--- src/include/backplane_settings.svh ---
// Build settings for the drive-bay control logic
// Slot count, blink tick length, host register map, reset defaults and
// header bytes. Included by every RTL file that needs one of them.

`ifndef BACKPLANE_SETTINGS_SVH
`define BACKPLANE_SETTINGS_SVH

// Drive bays, two status bytes hold up to 16
`define NUM_SLOTS       15

// Clocks per quarter-blink tick, small for simulation
`define TICK_CYCLES     4

// Host register map
`define ADDR_INSERT     8'h00
`define ADDR_P5V        8'h02
`define ADDR_P12V       8'h04
`define ADDR_PWR        8'h10
`define ADDR_HEALTH     8'h20
`define ADDR_FAULT      8'h30
`define ADDR_ALERT      8'h90
`define ADDR_SOFTRST    8'hA0
`define ADDR_HEADER     8'hF0

// Power bits are active low, so zero means powered
`define PWR_DFT         8'h00

// Both nibbles in mode on
`define LED_DFT         8'h11

// Header bytes
`define CPLD_MAJ_VER    8'h01
`define CPLD_MIN_VER    8'h03
`define CHECKSUM        8'h5A

`endif

--- src/verilog/hostBusPkg.sv ---
// Types of the parallel host register port
// One write or read strobe per cycle, read data returns with a valid pulse

package hostBusPkg;

    typedef struct packed {
        logic       wrEn;
        logic       rdEn;
        logic [7:0] addr;
        logic [7:0] wrData;
    } hostReqT;

    typedef struct packed {
        logic       rdValid;
        logic [7:0] rdData;
    } hostRspT;

endpackage

--- src/verilog/slotPkg.sv ---
// Types for one drive bay: board status, host control, pin outputs,
// LED modes, blink phases and alert causes

package slotPkg;

    typedef struct packed {
        logic insertN;
        logic p5vGood;
        logic p12vGood;
    } slotStatusT;

    // Codes not listed here light nothing
    typedef enum logic [3:0] {
        ledOff = 4'd0,
        ledOn  = 4'd1,
        led1Hz = 4'd2,
        led2Hz = 4'd3,
        led4Hz = 4'd4
    } ledModeT;

    typedef struct packed {
        logic    pwrOffN;
        ledModeT healthMode;
        ledModeT faultMode;
    } slotCtrlT;

    typedef struct packed {
        logic pwrEnN;
        logic healthLed;
        logic faultLed;
    } slotOutT;

    typedef struct packed {
        logic hz4;
        logic hz2;
        logic hz1;
    } blinkPhaseT;

    typedef struct packed {
        logic insertChg;
        logic p5vChg;
        logic p12vChg;
    } alertCauseT;

endpackage

--- src/verilog/blinkTimebase.sv ---
// Shared blink time base for all slot LEDs and the heartbeat
// A tick every TICK_CYCLES clocks steps a 3-bit phase counter

`timescale 1ns/1ps
`include "backplane_settings.svh"

module blinkTimebase (
    input  logic                sysClk,
    input  logic                ctrlRstN,
    output slotPkg::blinkPhaseT phase
);
    localparam int tickW = $clog2(`TICK_CYCLES + 1);

    logic [tickW-1:0] tickCnt;
    logic [2:0]       phaseCnt;
    logic             tickEnd;

    assign tickEnd = tickCnt == tickW'(`TICK_CYCLES - 1);

    always_ff @(posedge sysClk) begin
        if (!ctrlRstN) begin
            tickCnt  <= '0;
            phaseCnt <= '0;
        end else begin
            tickCnt <= tickEnd ? '0 : tickCnt + 1'b1;
            if (tickEnd) begin
                phaseCnt <= phaseCnt + 3'd1;
            end
        end
    end

    // Bit 0 flips every tick, bit 2 every four
    assign phase = '{hz4: phaseCnt[0], hz2: phaseCnt[1], hz1: phaseCnt[2]};

    // Tick counter wraps before it reaches TICK_CYCLES
    assert property (@(posedge sysClk) disable iff (!ctrlRstN)
        tickCnt < tickW'(`TICK_CYCLES));

endmodule

--- src/verilog/ctrlRegBank.sv ---
// Host writable register bank of any packed payload
// Byte addressed from baseAddr, reads back the addressed byte

`timescale 1ns/1ps

module ctrlRegBank #(
    parameter type        T        = logic [15:0],
    parameter T           rstVal   = '0,
    parameter logic [7:0] baseAddr = 8'h00
) (
    input  logic                sysClk,
    input  logic                ctrlRstN,
    input  hostBusPkg::hostReqT req,
    output T                    data,
    output logic [7:0]          rdData,
    output logic                hit
);
    localparam int nBytes = $bits(T) / 8;
    localparam int idxW   = (nBytes > 1) ? $clog2(nBytes) : 1;

    logic [nBytes-1:0][7:0] bytesQ;
    logic [7:0]             offset;
    logic [idxW-1:0]        idx;

    assign offset = req.addr - baseAddr;
    assign hit    = offset < 8'(nBytes);
    assign idx    = offset[idxW-1:0];
    assign rdData = bytesQ[idx];
    assign data   = T'(bytesQ);

    always_ff @(posedge sysClk) begin
        if (!ctrlRstN) begin
            bytesQ <= rstVal;
        end else if (req.wrEn && hit) begin
            bytesQ[idx] <= req.wrData;
        end
    end

    // Contents move only on an in-range write or a reset
    assert property (@(posedge sysClk) disable iff (!ctrlRstN)
        !$stable(bytesQ) |-> $past(!ctrlRstN || (req.wrEn && hit)));

endmodule

--- src/verilog/slotCtrl.sv ---
// One drive bay: power enable gated by insert, health and fault LEDs
// driven from their mode registers and the shared blink phases

`timescale 1ns/1ps

module slotCtrl (
    input  logic                sysClk,
    input  logic                ctrlRstN,
    input  slotPkg::slotCtrlT   ctrl,
    input  slotPkg::slotStatusT status,
    input  slotPkg::blinkPhaseT phase,
    output slotPkg::slotOutT    out
);
    import slotPkg::*;

    function automatic logic ledLevel(ledModeT mode, blinkPhaseT ph);
        logic lvl;
        case (mode)
            ledOn:   lvl = 1'b1;
            led1Hz:  lvl = ph.hz1;
            led2Hz:  lvl = ph.hz2;
            led4Hz:  lvl = ph.hz4;
            default: lvl = 1'b0;
        endcase
        return lvl;
    endfunction

    // Empty bay is never powered
    always_ff @(posedge sysClk) begin
        if (!ctrlRstN) begin
            out <= '{pwrEnN: status.insertN, healthLed: 1'b1, faultLed: 1'b1};
        end else begin
            out <= '{pwrEnN:    ctrl.pwrOffN | status.insertN,
                     healthLed: ledLevel(ctrl.healthMode, phase),
                     faultLed:  ledLevel(ctrl.faultMode, phase)};
        end
    end

    assert property (@(posedge sysClk) disable iff (!ctrlRstN)
        status.insertN |=> out.pwrEnN);

endmodule

--- src/verilog/statusCollector.sv ---
// Samples slot status, packs it into host read bytes and latches any
// change into sticky alert causes until the host reads the alert register

`timescale 1ns/1ps
`include "backplane_settings.svh"

module statusCollector (
    input  logic                                 sysClk,
    input  logic                                 rstN,
    input  slotPkg::slotStatusT [`NUM_SLOTS-1:0] status,
    input  logic                                 alertClr,
    output logic [5:0][7:0]                      statusBytes,
    output slotPkg::alertCauseT                  cause,
    output logic                                 alertN
);
    import slotPkg::*;

    slotStatusT [`NUM_SLOTS-1:0] sampleQ;
    logic [5:0][7:0]             prevBytes;
    logic [5:0][7:0]             diff;
    logic [15:0]                 insertV;
    logic [15:0]                 p5vV;
    logic [15:0]                 p12vV;
    alertCauseT                  chg;

    // Unused top bit of each pair reads 0
    always_comb begin
        insertV = '0;
        p5vV    = '0;
        p12vV   = '0;
        for (int i = 0; i < `NUM_SLOTS; i++) begin
            insertV[i] = sampleQ[i].insertN;
            p5vV[i]    = sampleQ[i].p5vGood;
            p12vV[i]   = sampleQ[i].p12vGood;
        end
    end

    assign statusBytes = {p12vV, p5vV, insertV};
    assign diff        = statusBytes ^ prevBytes;
    assign chg         = '{insertChg: |diff[1:0], p5vChg: |diff[3:2], p12vChg: |diff[5:4]};

    always_ff @(posedge sysClk) begin
        sampleQ   <= status;
        prevBytes <= statusBytes;
    end

    // Clear wins over a change in the same cycle
    always_ff @(posedge sysClk) begin
        if (!rstN) begin
            cause  <= '0;
            alertN <= 1'b1;
        end else begin
            cause  <= alertClr ? '0 : cause | chg;
            alertN <= ~|cause;
        end
    end

endmodule

--- src/verilog/hostRegs.sv ---
// Host register front end
// Decodes the parallel port, holds the power and LED banks, makes the
// soft reset and returns read data two edges after the read strobe

`timescale 1ns/1ps
`include "backplane_settings.svh"

module hostRegs (
    input  logic                               sysClk,
    input  logic                               rstN,
    input  hostBusPkg::hostReqT                req,
    output hostBusPkg::hostRspT                rsp,
    output slotPkg::slotCtrlT [`NUM_SLOTS-1:0] slotCtrl,
    output logic                               ctrlRstN,
    input  logic [5:0][7:0]                    statusBytes,
    input  slotPkg::alertCauseT                cause,
    output logic                               alertClr
);
    import slotPkg::*;

    typedef logic [15:0]      pwrBankT;
    typedef logic [15:0][3:0] ledBankT;

    logic       softRst;
    pwrBankT    pwrBits;
    ledBankT    healthNib;
    ledBankT    faultNib;
    logic [7:0] pwrRd;
    logic [7:0] healthRd;
    logic [7:0] faultRd;
    logic       pwrHit;
    logic       healthHit;
    logic       faultHit;
    logic [7:0] rdMux;
    logic [7:0] rdDataQ;
    logic [7:0] rspDataQ;
    logic       rdPend;
    logic       rdValidQ;

    // Power and LED registers fall back to defaults on soft reset too
    assign ctrlRstN = rstN && !softRst;

    always_ff @(posedge sysClk) begin
        if (!rstN) begin
            softRst  <= 1'b0;
            alertClr <= 1'b0;
            rdPend   <= 1'b0;
            rdValidQ <= 1'b0;
        end else begin
            softRst  <= req.wrEn && req.addr == `ADDR_SOFTRST && req.wrData[0];
            alertClr <= req.rdEn && req.addr == `ADDR_ALERT;
            rdPend   <= req.rdEn;
            rdValidQ <= rdPend;
        end
    end

    ctrlRegBank #(.T(pwrBankT), .rstVal({2{`PWR_DFT}}), .baseAddr(`ADDR_PWR)) pwrBank_i (
        .sysClk   (sysClk),
        .ctrlRstN (ctrlRstN),
        .req      (req),
        .data     (pwrBits),
        .rdData   (pwrRd),
        .hit      (pwrHit)
    );

    ctrlRegBank #(.T(ledBankT), .rstVal({8{`LED_DFT}}), .baseAddr(`ADDR_HEALTH)) healthBank_i (
        .sysClk   (sysClk),
        .ctrlRstN (ctrlRstN),
        .req      (req),
        .data     (healthNib),
        .rdData   (healthRd),
        .hit      (healthHit)
    );

    ctrlRegBank #(.T(ledBankT), .rstVal({8{`LED_DFT}}), .baseAddr(`ADDR_FAULT)) faultBank_i (
        .sysClk   (sysClk),
        .ctrlRstN (ctrlRstN),
        .req      (req),
        .data     (faultNib),
        .rdData   (faultRd),
        .hit      (faultHit)
    );

    // Slot n sits in bit n, lower slot in the low nibble
    always_comb begin
        for (int i = 0; i < `NUM_SLOTS; i++) begin
            slotCtrl[i].pwrOffN    = pwrBits[i];
            slotCtrl[i].healthMode = ledModeT'(healthNib[i]);
            slotCtrl[i].faultMode  = ledModeT'(faultNib[i]);
        end
    end

    //**************************************************************************
    // Read path
    //**************************************************************************
    always_comb begin
        rdMux = pwrHit ? pwrRd : healthHit ? healthRd : faultHit ? faultRd : 8'h00;
        case (req.addr)
            `ADDR_INSERT:          rdMux = statusBytes[0];
            `ADDR_INSERT + 8'd1:   rdMux = statusBytes[1];
            `ADDR_P5V:             rdMux = statusBytes[2];
            `ADDR_P5V + 8'd1:      rdMux = statusBytes[3];
            `ADDR_P12V:            rdMux = statusBytes[4];
            `ADDR_P12V + 8'd1:     rdMux = statusBytes[5];
            `ADDR_ALERT:           rdMux = {5'b0, cause};
            `ADDR_HEADER:          rdMux = `CPLD_MAJ_VER;
            `ADDR_HEADER + 8'd1:   rdMux = `CPLD_MIN_VER;
            `ADDR_HEADER + 8'd2:   rdMux = `CHECKSUM;
            default: ;
        endcase
    end

    always_ff @(posedge sysClk) begin
        rdDataQ  <= rdMux;
        rspDataQ <= rdDataQ;
    end

    assign rsp = '{rdValid: rdValidQ, rdData: rspDataQ};

endmodule

--- src/verilog/backplaneTop.sv ---
// Drive-bay backplane controller top level
// Host register port in, per-slot power and LED pins, heartbeat and alert out

`timescale 1ns/1ps
`include "backplane_settings.svh"

module backplaneTop (
    input  logic                                 sysClk,
    input  logic                                 rstN,
    input  hostBusPkg::hostReqT                  req,
    output hostBusPkg::hostRspT                  rsp,
    input  slotPkg::slotStatusT [`NUM_SLOTS-1:0] slotStatus,
    output slotPkg::slotOutT [`NUM_SLOTS-1:0]    slotOut,
    output logic                                 heart,
    output logic                                 alertN
);
    import slotPkg::*;

    slotCtrlT [`NUM_SLOTS-1:0] ctrlArr;
    blinkPhaseT                phase;
    alertCauseT                cause;
    logic [5:0][7:0]           statusBytes;
    logic                      ctrlRstN;
    logic                      alertClr;

    hostRegs hostRegs_i (
        .sysClk      (sysClk),
        .rstN        (rstN),
        .req         (req),
        .rsp         (rsp),
        .slotCtrl    (ctrlArr),
        .ctrlRstN    (ctrlRstN),
        .statusBytes (statusBytes),
        .cause       (cause),
        .alertClr    (alertClr)
    );

    blinkTimebase blinkTimebase_i (
        .sysClk   (sysClk),
        .ctrlRstN (ctrlRstN),
        .phase    (phase)
    );

    for (genvar i = 0; i < `NUM_SLOTS; i++) begin : genSlot
        slotCtrl slotCtrl_i (
            .sysClk   (sysClk),
            .ctrlRstN (ctrlRstN),
            .ctrl     (ctrlArr[i]),
            .status   (slotStatus[i]),
            .phase    (phase),
            .out      (slotOut[i])
        );
    end

    statusCollector statusCollector_i (
        .sysClk      (sysClk),
        .rstN        (rstN),
        .status      (slotStatus),
        .alertClr    (alertClr),
        .statusBytes (statusBytes),
        .cause       (cause),
        .alertN      (alertN)
    );

    // Heartbeat follows the 1 Hz phase
    assign heart = phase.hz1;

endmodule

--- config.mk ---
export PLATFORM = sky130hd
export DESIGN_NAME = backplaneTop
export DESIGN_NICKNAME = d
export VERILOG_FILES = /design/src/verilog/hostBusPkg.sv /design/src/verilog/slotPkg.sv /design/src/verilog/blinkTimebase.sv /design/src/verilog/ctrlRegBank.sv /design/src/verilog/slotCtrl.sv /design/src/verilog/statusCollector.sv /design/src/verilog/hostRegs.sv /design/src/verilog/backplaneTop.sv
export VERILOG_INCLUDE_DIRS = /design/src /design/src/include
export SDC_FILE = /design/constraint.sdc
export NUM_CORES = 1
export LEC_CHECK = 0
export ABC_AREA = 0
export BUFFER_PORTS_ARGS = -buffer_cell sky130_fd_sc_hd__buf_4
export CAP_MARGIN = 20
export CORE_UTILIZATION = 25
export CTS_BUF_LIST = sky130_fd_sc_hd__clkbuf_8
export CTS_CLUSTER_DIAMETER = 50
export DETAILED_ROUTE_END_ITERATION = 8
export GPL_TIMING_DRIVEN = 0
export SKIP_LAST_GASP = 1
export SLEW_MARGIN = 20
export SYNTH_ARGS = -nofsm -noshare
export SYNTH_HDL_FRONTEND = slang
export SYNTH_SLANG_ARGS = --single-unit
--- constraint.sdc ---
create_clock -name sysClk -period 5 [get_ports sysClk]
set_clock_uncertainty 0.2 [all_clocks]
set_input_delay 1 -clock sysClk [delete_from_list [all_inputs] [get_ports sysClk]]
set_output_delay 1 -clock sysClk [all_outputs]
set_load 0.02 [all_outputs]
==> impl_metrics.yaml, run 1 <==
worst_hold_path:
  hold_class: "reg2reg"
drt:
  routedWlPerCell_um: 19.9
  drt-initial-drc-count: 998
  vias_per_cell: 4.77
  drtPass1Iterations: 5
  detail-route-antenna-nets: 0
  route.detailed.drc: 0
  vias: 9861
  wl_um: 41300
final_layout:
  diodes: 0
  drive_gt1_share_pct: 19.0
  fillers: 5042
  synthToLayoutAreaGrowth_pct: 22.2
  fin_util_pct: 31.0
  finish.instance_area_sq_mm: 0.0153
  fin_cells: 2069
  nets: 1435
yosys:
  synthCells: 1201
  synth_nets: 1272
  synthFlopType: "dfxtp_1"
  netlist_area_sq_mm: 0.0125
  synth_top_area_share_pct: 49.5
  synth_top_area_cell: "dfxtp_1"
  yosysMostFrequentCell: "dfxtp_1"
  ys_top_cells_by_area: "dfxtp_1 50%, mux2i_1 13%, nor2_1 4.4%"
  synth_edf_count: 0
  yosys.cell_types.count: 60
  yosysWarningCount: 0
  synth_seq_area_share_pct: 49.5
  async_flop_share_pct: 0
  synth_common_cells: "309 x dfxtp_1, 157 x mux2i_1, 145 x nor2_1"
  syn_avg_cell_area_sq_um: 10.4
  synth_seq_cells: 309
cts:
  clk_path_buf_depth: 3
  clk_latency_ns: 0.60
  post_cts_buffers: 0
  cts_resized: 0
  tritoncts: "yes"
  cts_num_sinks: 309
  cts.reportedPaths.clkPinSlew_ns: 0.06
  cts_buffers: 53
  cts-root-buf: "clkbuf_8"
  cts_hold_buf: 0
  h-tree-depth: 2
floorplan:
  die-area_sq_mm: 0.0509
  core_sq_mm: 0.0492
  num_rows: 81
  start_util_pct: 25.4
  die_h_um: 226
  die_w_um: 226
  ios: 121
setup_path:
  crit_family: "buffers and inverters"
  cp_slowest_cell: "clkbuf_1"
  cp.required_ns: 5.23
  crit_buf_inv: 2
  cp_slowest_stage_delay_ns: 0.73
  cp-end-kind: "register"
  critPathLaunchType: "input port"
  crit_fanout: 10
  critical_path.cell_chain: "clkbuf_8 > clkbuf_1 > mux4_2 > mux2i_1 > nor2_1 > a21oi_1 > o211ai_1"
  crit_type: "in2reg"
  worstPathArrival_ns: 3.06
job:
  maxCapViolCount: 0
pwr:
  power_density_mw_per_mm2: 346
  p_leak_nw: 6.84
  peakVddDrop_mv: 0.162
placement:
  placedCellCount: 1973
  dpl_cell_area_sq_mm: 0.0141
  place_congestion: 0.900
  hpwl_um: 29900
  portBuffers: 108
timing:
  rsz0062_at_grt: "false"
  slew_violations: 0
  hold_viol_final: 0
  setup_viol_count_final: 0
  period_needed_ns: 2.82
  timing.hold.ws_ns: 0.127
  fmax_ghz: 0.354
  max_slew_margin_pct: 36.5
  tns_ns: 0
  worstMarginPinSlew_ns: 0.952
  final.period_utilization_pct: 56.5
global_routing:
  grt-ovfl-total: 0
  grtUsageTotal_pct: 16.0
  grt_antenna_before_repair: 1
  grt_max_degree: 14
  grt_pass1_wl_um: 60600
  grt_pass1_vias: 9605
status:
  outcome: "finished clean"
==> cell type report <==
cell class	count	area [sq um]	share of cell area [%]
flip-flops and latches	309	6190	40.5
repair buffers	108	811	5.31
clock inverters	26	164	1.07
plain buffers	81	433	2.84
clock buffers	70	963	6.31
inverters	34	128	0.836
well taps	664	831	5.44
multi-input cells	777	5750	37.6
==> final timing paths <==
path,cells past startpoint,to,from,slack (ns)
setup / recovery,7,hostRegs_i.rdDataQ[2]$_DFF_P_,req[9],2.18
hold / removal,0,hostRegs_i.rspDataQ[1]$_DFF_P_,hostRegs_i.rdDataQ[1]$_DFF_P_,0.13
setup reg to reg,5,genSlot[5].slotCtrl_i.out[0]$_SDFF_PN1_,blinkTimebase_i.phaseCnt[2]$_SDFFE_PN0P_,2.62
hold reg to reg,0,hostRegs_i.rspDataQ[1]$_DFF_P_,hostRegs_i.rdDataQ[1]$_DFF_P_,0.13
==> worst register-to-register path: cells and delay by family, from the launching register on <==
kind                   cells  cell delay [ns]
buffers and inverters      1             0.65
DFF                        1             0.55
and+or+nand+nor            1             0.14
AOI/OAI and AO/OA          3             0.67
==> cell usage in the layout, fill, tap and decap left out, drive strengths merged, types with 6 or more instances in the layout <==
cell / synthesis / final
a31oi: 33 / 33
a21oi: 54 / 54
nand4: 16 / 16
nor4: 8 / 8
nand3: 18 / 18
and2: 7 / 7
clkinv: 1 / 6
nand2: 66 / 66
xnor2: 24 / 24
ha: 6 / 6
inv: 33 / 50
xor2: 27 / 27
buf: 32 / 140
o21ai: 67 / 67
dfxtp: 309 / 309
clkbuf: 49 / 119
mux4: 31 / 31
mux2i: 157 / 157
nor2: 147 / 147
a21o: 15 / 15
mux2: 10 / 10
a221oi: 6 / 6
nand3b: 30 / 30
==> logic make-up (layout without fill, tap and decap cells) <==
kind of cell,after synthesis,count (layout),share of synthesized area [%]
adders and majority gates,6,6,0.601
DFF,309,309,49.5
muxes,198,198,19.4
xor gates and xnor gates,51,51,3.58
buffers and inverters,115,319,4.49
and+or+nand+nor,320,320,12.8
AOI/OAI and AO/OA,202,202,9.61
==> sequential cells by signal (all words and copies together), names as in the netlist <==
signal and flops:
hostRegs_i.pwrBank_i.data 16, hostRegs_i.rdValidQ 1, statusCollector_i.cause 3, hostRegs_i.rdPend 1, hostRegs_i.faultBank_i.data 64, genSlot.slotCtrl_i.out 45, hostRegs_i.alertClr 1, hostRegs_i.healthBank_i.data 64
statusCollector_i.statusBytes 45, blinkTimebase_i.phaseCnt 3, hostRegs_i.rdDataQ 8, hostRegs_i.rspDataQ 8, statusCollector_i.alertN 1, blinkTimebase_i.tickCnt 3, hostRegs_i.softRst 1, statusCollector_i.prevBytes 45
==> where the power goes <==
group	switching, mW	total [mW]	internal, mW
clock network	1.02	2.37	1.35
logic	0.211	0.343	0.132
registers	0.0403	2.56	2.52
==> metrics by stage <==
| step | setup slack (ns) | total power, mW |
|---|---|---|
| after global placement | 1.62 | 2.95 |
| after global routing | 2.15 | 5.46 |
| final | 2.18 | 5.27 |
| after detailed placement | 1.64 | 2.95 |
| after CTS | 2.25 | 5.32 |
| after floorplan | 2.28 | 2.80 |
==> metal layers <==
metal	global-route usage [%]	wire [um]	up-vias
met5	0	8	-
li1	-	-	4579
met2	26.5	19200	447
met3	3.08	3060	104
met4	7.40	1710	2
met1	20.1	17300	4729
Power figures use the tool's default switching activity.
==> inputs of run 2 (changes only) <==
Settings changed: ABC_AREA 0 to 1.
Clock period 5 ns to 2.6 ns, I/O delays scaled along.
==> run 2 against run 1 <==
Against the previous run: sequential power grew 93%; cell area grew 7.0%; worst setup slack lost 1.9 ns; first-iteration DRC count grew 57%.
==> impl_metrics.yaml, run 2 <==
status:
  outcome: "finished clean"
setup_path:
  cp_slowest_cell: "clkbuf_1"
  cp.depth: 10
  crit_family: "simple AND/OR/NAND/NOR gates"
  critical_path.cell_chain: "buf_4 > buf_2 > nor2_1 > clkbuf_1 > a21oi_1 > nand3_1 > nand3_1 > nand3_1 > nand2_1 > nand2_1"
  crit_buf_inv: 3
  cp-end-kind: "register"
  critPathLaunchType: "input port"
  crit_path_frequent_cell: "nand3_1"
  cp.required_ns: 2.94
  crit_fanout: 10
  worstPathArrival_ns: 2.70
  crit_type: "in2reg"
  cp_slowest_stage_delay_ns: 0.57
  reg2reg_depth: 4
floorplan:
  ios: 121
  core_sq_mm: 0.0506
  num_rows: 82
  die-area_sq_mm: 0.0526
  die_h_um: 229
  start_util_pct: 25.5
  die_w_um: 229
worst_hold_path:
  min_path_cells: 4
  hold_class: "in2reg"
drt:
  detail-route-antenna-nets: 0
  vias_per_cell: 4.77
  wl_um: 49200
  wl_met3_um: 3600
  route.detailed.drc: 0
  routedWlPerCell_um: 17.9
  highest_layer: "met4"
  drt-initial-drc-count: 1565
  met2_length_um: 23100
  wirelength_met1_um: 20700
  vias: 13095
  drtPass1Iterations: 6
job:
  maxCapViolCount: 0
yosys:
  ys_top_cells_by_area: "dfxtp_1 48%, nand2_1 14%, nand3_1 6.6%"
  synth_top_area_share_pct: 47.9
  synth_top_family_by_area: "simple AND/OR/NAND/NOR gates"
  synth_seq_area_share_pct: 47.9
  synth_fa_ha_area_share_pct: 0.581
  synthCells: 1810
  synth_compound_area_share_pct: 12.2
  synth_seq_cells: 309
  netlist_area_sq_mm: 0.0129
  async_flop_share_pct: 0
  synth_edf_count: 0
  yosys.cell_types.count: 33
  syn_avg_cell_area_sq_um: 7.14
  synth_nets: 1881
  synth_common_cells: "479 x nand2_1, 309 x dfxtp_1, 218 x nor2_1"
  yosysMostFrequentCell: "nand2_1"
  synthFlopType: "dfxtp_1"
  synth_top_area_cell: "dfxtp_1"
  synthMuxAreaShare_pct: 0
  yosysWarningCount: 0
  synth_xor_area_share_pct: 0.872
  synth-simple-area-share_pct: 30.6
final_layout:
  finish.instance_area_sq_mm: 0.0163
  drive_gt1_share_pct: 12.1
  fin_util_pct: 32.3
  synthToLayoutAreaGrowth_pct: 26.4
  nets: 2100
  layout_common_cells: "479 x nand2_1, 309 x dfxtp_1, 217 x nor2_1"
  final_common_cell: "nand2_1"
global_routing:
  grtUsageTotal_pct: 18.4
  grt_pass1_wl_um: 74200
  grt_pass1_vias: 12575
  grt_antenna_before_repair: 0
  grt_max_degree: 16
  grt-ovfl-total: 0
pwr:
  peakVddDrop_mv: 0.318
  power_density_mw_per_mm2: 654
  p_leak_nw: 7.15
timing:
  setup_viol_count_final: 0
  timing.hold.ws_ns: 0.0445
  hold_viol_final: 0
  max_slew_margin_pct: 32.5
  period_needed_ns: 2.36
  fmax_ghz: 0.425
  worstMarginPinSlew_ns: 1.01
  rsz0062_at_grt: "false"
  slew_violations: 0
  final.period_utilization_pct: 90.6
placement:
  hpwl_um: 35400
  portBuffers: 113
  place_congestion: 0.960
  dpl_cell_area_sq_mm: 0.0146
cts:
  clk_path_buf_depth: 3
  cts_buffers: 53
  tritoncts: "yes"
  cts_num_sinks: 309
  post_cts_buffers: 0
  cts-root-buf: "clkbuf_8"
  clk_latency_ns: 0.63
  cts.reportedPaths.clkPinSlew_ns: 0.06
  h-tree-depth: 2
[run 2: changes by cell type after synthesis, moves of 29 or more]
cell / change
nand2_1: +413
mux2i_1: -157
nand3_1: +156
inv_1: +124
nor2_1: +73
nor3_1: +58
a21oi_1: +36
o21ai_0: +34
a31oi_1: -33
o211ai_1: +30
nand3b_1: -29
[run 2: logic make-up (layout without fill, tap and decap cells)]
logic type               after synthesis  after routing
AO/OA/AOI/OAI                        279            279
adder cells (fa/ha/maj)                6              6
other                                  0              3
flip-flops                           309            309
AND/OR/NAND/NOR                      950            950
XOR/XNOR                              12             12
buffers and inverters                254            514
[run 2: area by class of cell]
cell class,instances,area (sq um)
diodes,3,7.51
plain buffers,90,388
clock buffers,62,853
clock inverters,34,342
fillers,5312,34300
inverters,164,621
multi-input cells,1247,5730
flip-flops and latches,309,6190
well taps,672,841
repair buffers,164,1360
[run 2: repair_timing]
item                                   4_1_cts  5_1_grt
cloned                                       0        0
gates resized for setup                      2        4
hold buffers                                51        0
endpoints found under the hold margin       68        0
setup endpoints to repair                   53       40
[run 2: layer usage]
metal | vias to the layer above | GRT usage, %
met4 | 0 | 7.79
met5 | - | 0
met2 | 593 | 30.4
met1 | 6092 | 23.7
li1 | 6297 | -
met3 | 113 | 2.90
[run 2: worst paths after layout]
path | from | end | slack [ns]
setup / recovery | req[9] | hostRegs_i.rdDataQ[0]$_DFF_P_ | 0.24
hold / removal | req[12] | hostRegs_i.softRst$_SDFF_PN0_ | 0.04
setup reg to reg | hostRegs_i.softRst$_SDFF_PN0_ | hostRegs_i.healthBank_i.data[24]$_SDFFE_PN1P_ | 0.30
hold reg to reg | hostRegs_i.rdDataQ[7]$_DFF_P_ | hostRegs_i.rspDataQ[7]$_DFF_P_ | 0.13
[run 2: tightest hold or removal path, cell delays in order]
cell     delay (ns)
buf_4          0.11
nor2_1         0.06
nand4_1        0.06
nor3_1         0.04
[run 2: stage by stage]
step / power [mW] / cells / TNS [ns] / worst slack [ns]
final: 10.7 / 2745 / 0 / 0.245
after global routing: 11.1 / 2742 / 0 / 0.109
after CTS: 10.8 / 2742 / 0 / 0.0172
after detailed placement: 5.77 / 2595 / -49.38 / -0.733
after global placement: 5.77 / 2595 / -50.14 / -0.741
after floorplan: 5.41 / 1810 / 0 / 0.494
[run 2: where the power goes]
part	internal (mW)	switching, mW	leakage, nW
clock network	2.81	2.12	0.653
registers	4.85	0.0749	2.54
logic	0.280	0.543	3.96
total	7.94	2.74	7.15
==> inputs of run 3 (changes only) <==
Settings changed: ABC_AREA 1 to unset, ABC_CLOCK_PERIOD_IN_PS set to 2600.
==> run 3 against run 2 <==
Against the previous run: utilization down 0.27 points; hold slack better by 0.075 ns; sequential power about the same; flip-flop and latch count unchanged; worst setup slack worse by 0.20 ns; sequential share of layout area up 1.4 points; non-clock buffer count down 18; global-route usage down 2.2 points; cell count down 23%; wire length down 15%; largest power group unchanged.
==> impl_metrics.yaml, run 3 (same netlist as run 1, synthesis figures left out) <==
status:
  outcome: "finished clean"
timing:
  setup_ws_ns: 0.0488
  setup_viol_count_final: 0
  period_needed_ns: 2.55
  final.period_utilization_pct: 98.1
  worstMarginPinSlew_ns: 0.933
  slew_violations: 0
  hold_viol_final: 0
  max_slew_margin_pct: 37.8
  fmax_ghz: 0.392
  tns_ns: 0
  rsz0062_at_grt: "false"
cts:
  h-tree-depth: 2
  cts_num_sinks: 309
  clk_path_buf_depth: 3
  post_cts_buffers: 0
  cts-root-buf: "clkbuf_8"
  cts.reportedPaths.clkPinSlew_ns: 0.06
  cts_buffers: 53
  clk_latency_ns: 0.61
  tritoncts: "yes"
drt:
  detail-route-antenna-nets: 0
  route.detailed.drc: 0
  drt-initial-drc-count: 883
  vias_per_cell: 4.75
  wl_um: 41900
  drtPass1Iterations: 7
  vias: 10042
  routedWlPerCell_um: 19.8
pwr:
  power_mw: 10.2
  power_density_mw_per_mm2: 649
  peakVddDrop_mv: 0.321
  p_leak_nw: 7.04
global_routing:
  grt-ovfl-total: 0
  grtUsageTotal_pct: 16.2
  grt_antenna_before_repair: 1
  grt_pass1_vias: 9909
  grt_pass1_wl_um: 61400
  grt_max_degree: 14
final_layout:
  drive_gt1_share_pct: 18.5
  final_common_cell: "dfxtp_1"
  layout_common_cells: "309 x dfxtp_1, 157 x mux2i_1, 145 x nor2_1"
  fillers: 4980
  diodes: 0
  fin_cells: 2116
  nets: 1482
  finish.instance_area_sq_mm: 0.0157
  synthToLayoutAreaGrowth_pct: 26.0
  multiInputGateArea_sq_mm: 0.00575
  seq_area_sq_mm: 0.00619
setup_path:
  cp.required_ns: 2.76
  cp-end-kind: "register"
  critical_path.cell_chain: "dlygate4sd3_1 > buf_4 > nor2b_1 > clkbuf_1 > o21ai_0"
  cp_slowest_cell: "clkbuf_1"
  crit_fanout: 10
  crit_type: "in2reg"
  worstPathArrival_ns: 2.71
  critPathLaunchType: "input port"
  cp_slowest_stage_delay_ns: 0.70
worst_hold_path:
  hold_class: "in2reg"
placement:
  place_congestion: 0.900
  portBuffers: 108
  dpl_cell_area_sq_mm: 0.0141
  placedCellCount: 1973
  hpwl_um: 29900
  pre_cts_ws_ns: -0.284
floorplan:
  die_h_um: 226
  die-area_sq_mm: 0.0509
  num_rows: 81
  ios: 121
  die_w_um: 226
  start_util_pct: 25.4
  core_sq_mm: 0.0492
job:
  maxCapViolCount: 0
==> run 3: changes by cell type in the layout (fill, tap and decap cells not counted), sizes merged, moves of 29 or more <==
cell	change
nand2	-419
nor2	-74
inv	-127
nand3	-152
o21ai	-47
o211ai	-30
nor3	-58
a21oi	-36
mux2i	+157
mux4	+31
a31oi	+33
nand3b	+29
==> run 3: timing repair <==
action / 4_1_cts / 5_1_grt
hold endpoints to repair: 63 / 0
hold buffers: 47 / 0
resized for setup: 0 / 4
setup endpoints to repair: 0 / 7
==> run 3: through the flow <==
step	utilization [%]	hold WS (ns)
2_1_floorplan	-	0.110
3_3_place_gp	28.8	0.116
5_1_grt	32.0	0.0884
4_1_cts	32.0	0.0681
6_report	32.0	0.119
3_5_place_dp	28.8	0.118
==> run 3: layer usage <==
metal	share of wire [%]	GRT usage, %	vias up
met3	6.7	3.32	118
li1	-	-	4670
met1	43	20.1	4799
met2	46	26.7	453
met5	0.019	0	-
met4	4.3	7.88	2
==> run 3: final timing paths <==
check / startpoint / to / slack, ns / cells after the start
worst max-delay path: rstN / genSlot[5].slotCtrl_i.out[0]$_SDFF_PN1_ / 0.05 / 5
worst min-delay path: req[14] / hostRegs_i.softRst$_SDFF_PN0_ / 0.12 / 3
worst max register to register: blinkTimebase_i.phaseCnt[2]$_SDFFE_PN0P_ / genSlot[5].slotCtrl_i.out[0]$_SDFF_PN1_ / 0.24 / 5
worst min register to register: hostRegs_i.rdDataQ[1]$_DFF_P_ / hostRegs_i.rspDataQ[1]$_DFF_P_ / 0.13 / 0
==> run 3: power breakdown <==
group	internal [mW]	switching, mW
clock network	2.59	1.97
registers	4.85	0.0778
logic	0.300	0.419
==> run 3: area by class of cell <==
class	instances	area share, %
Buffer	81	2.77
Clock buffer	70	6.12
Clock inverter	26	1.04
Inverter	34	0.811
Multi-Input combinational cell	777	36.5
Sequential cell	309	39.3
Tap cell	664	5.28
Timing Repair Buffer	155	8.14
==> run 3: critical path: cells and delay by family <==
family / cells / cell delay (ns)
AND/OR/NAND/NOR: 1 / 0.37
buffers and inverters: 3 / 1.38
AO/OA/AOI/OAI: 1 / 0.44
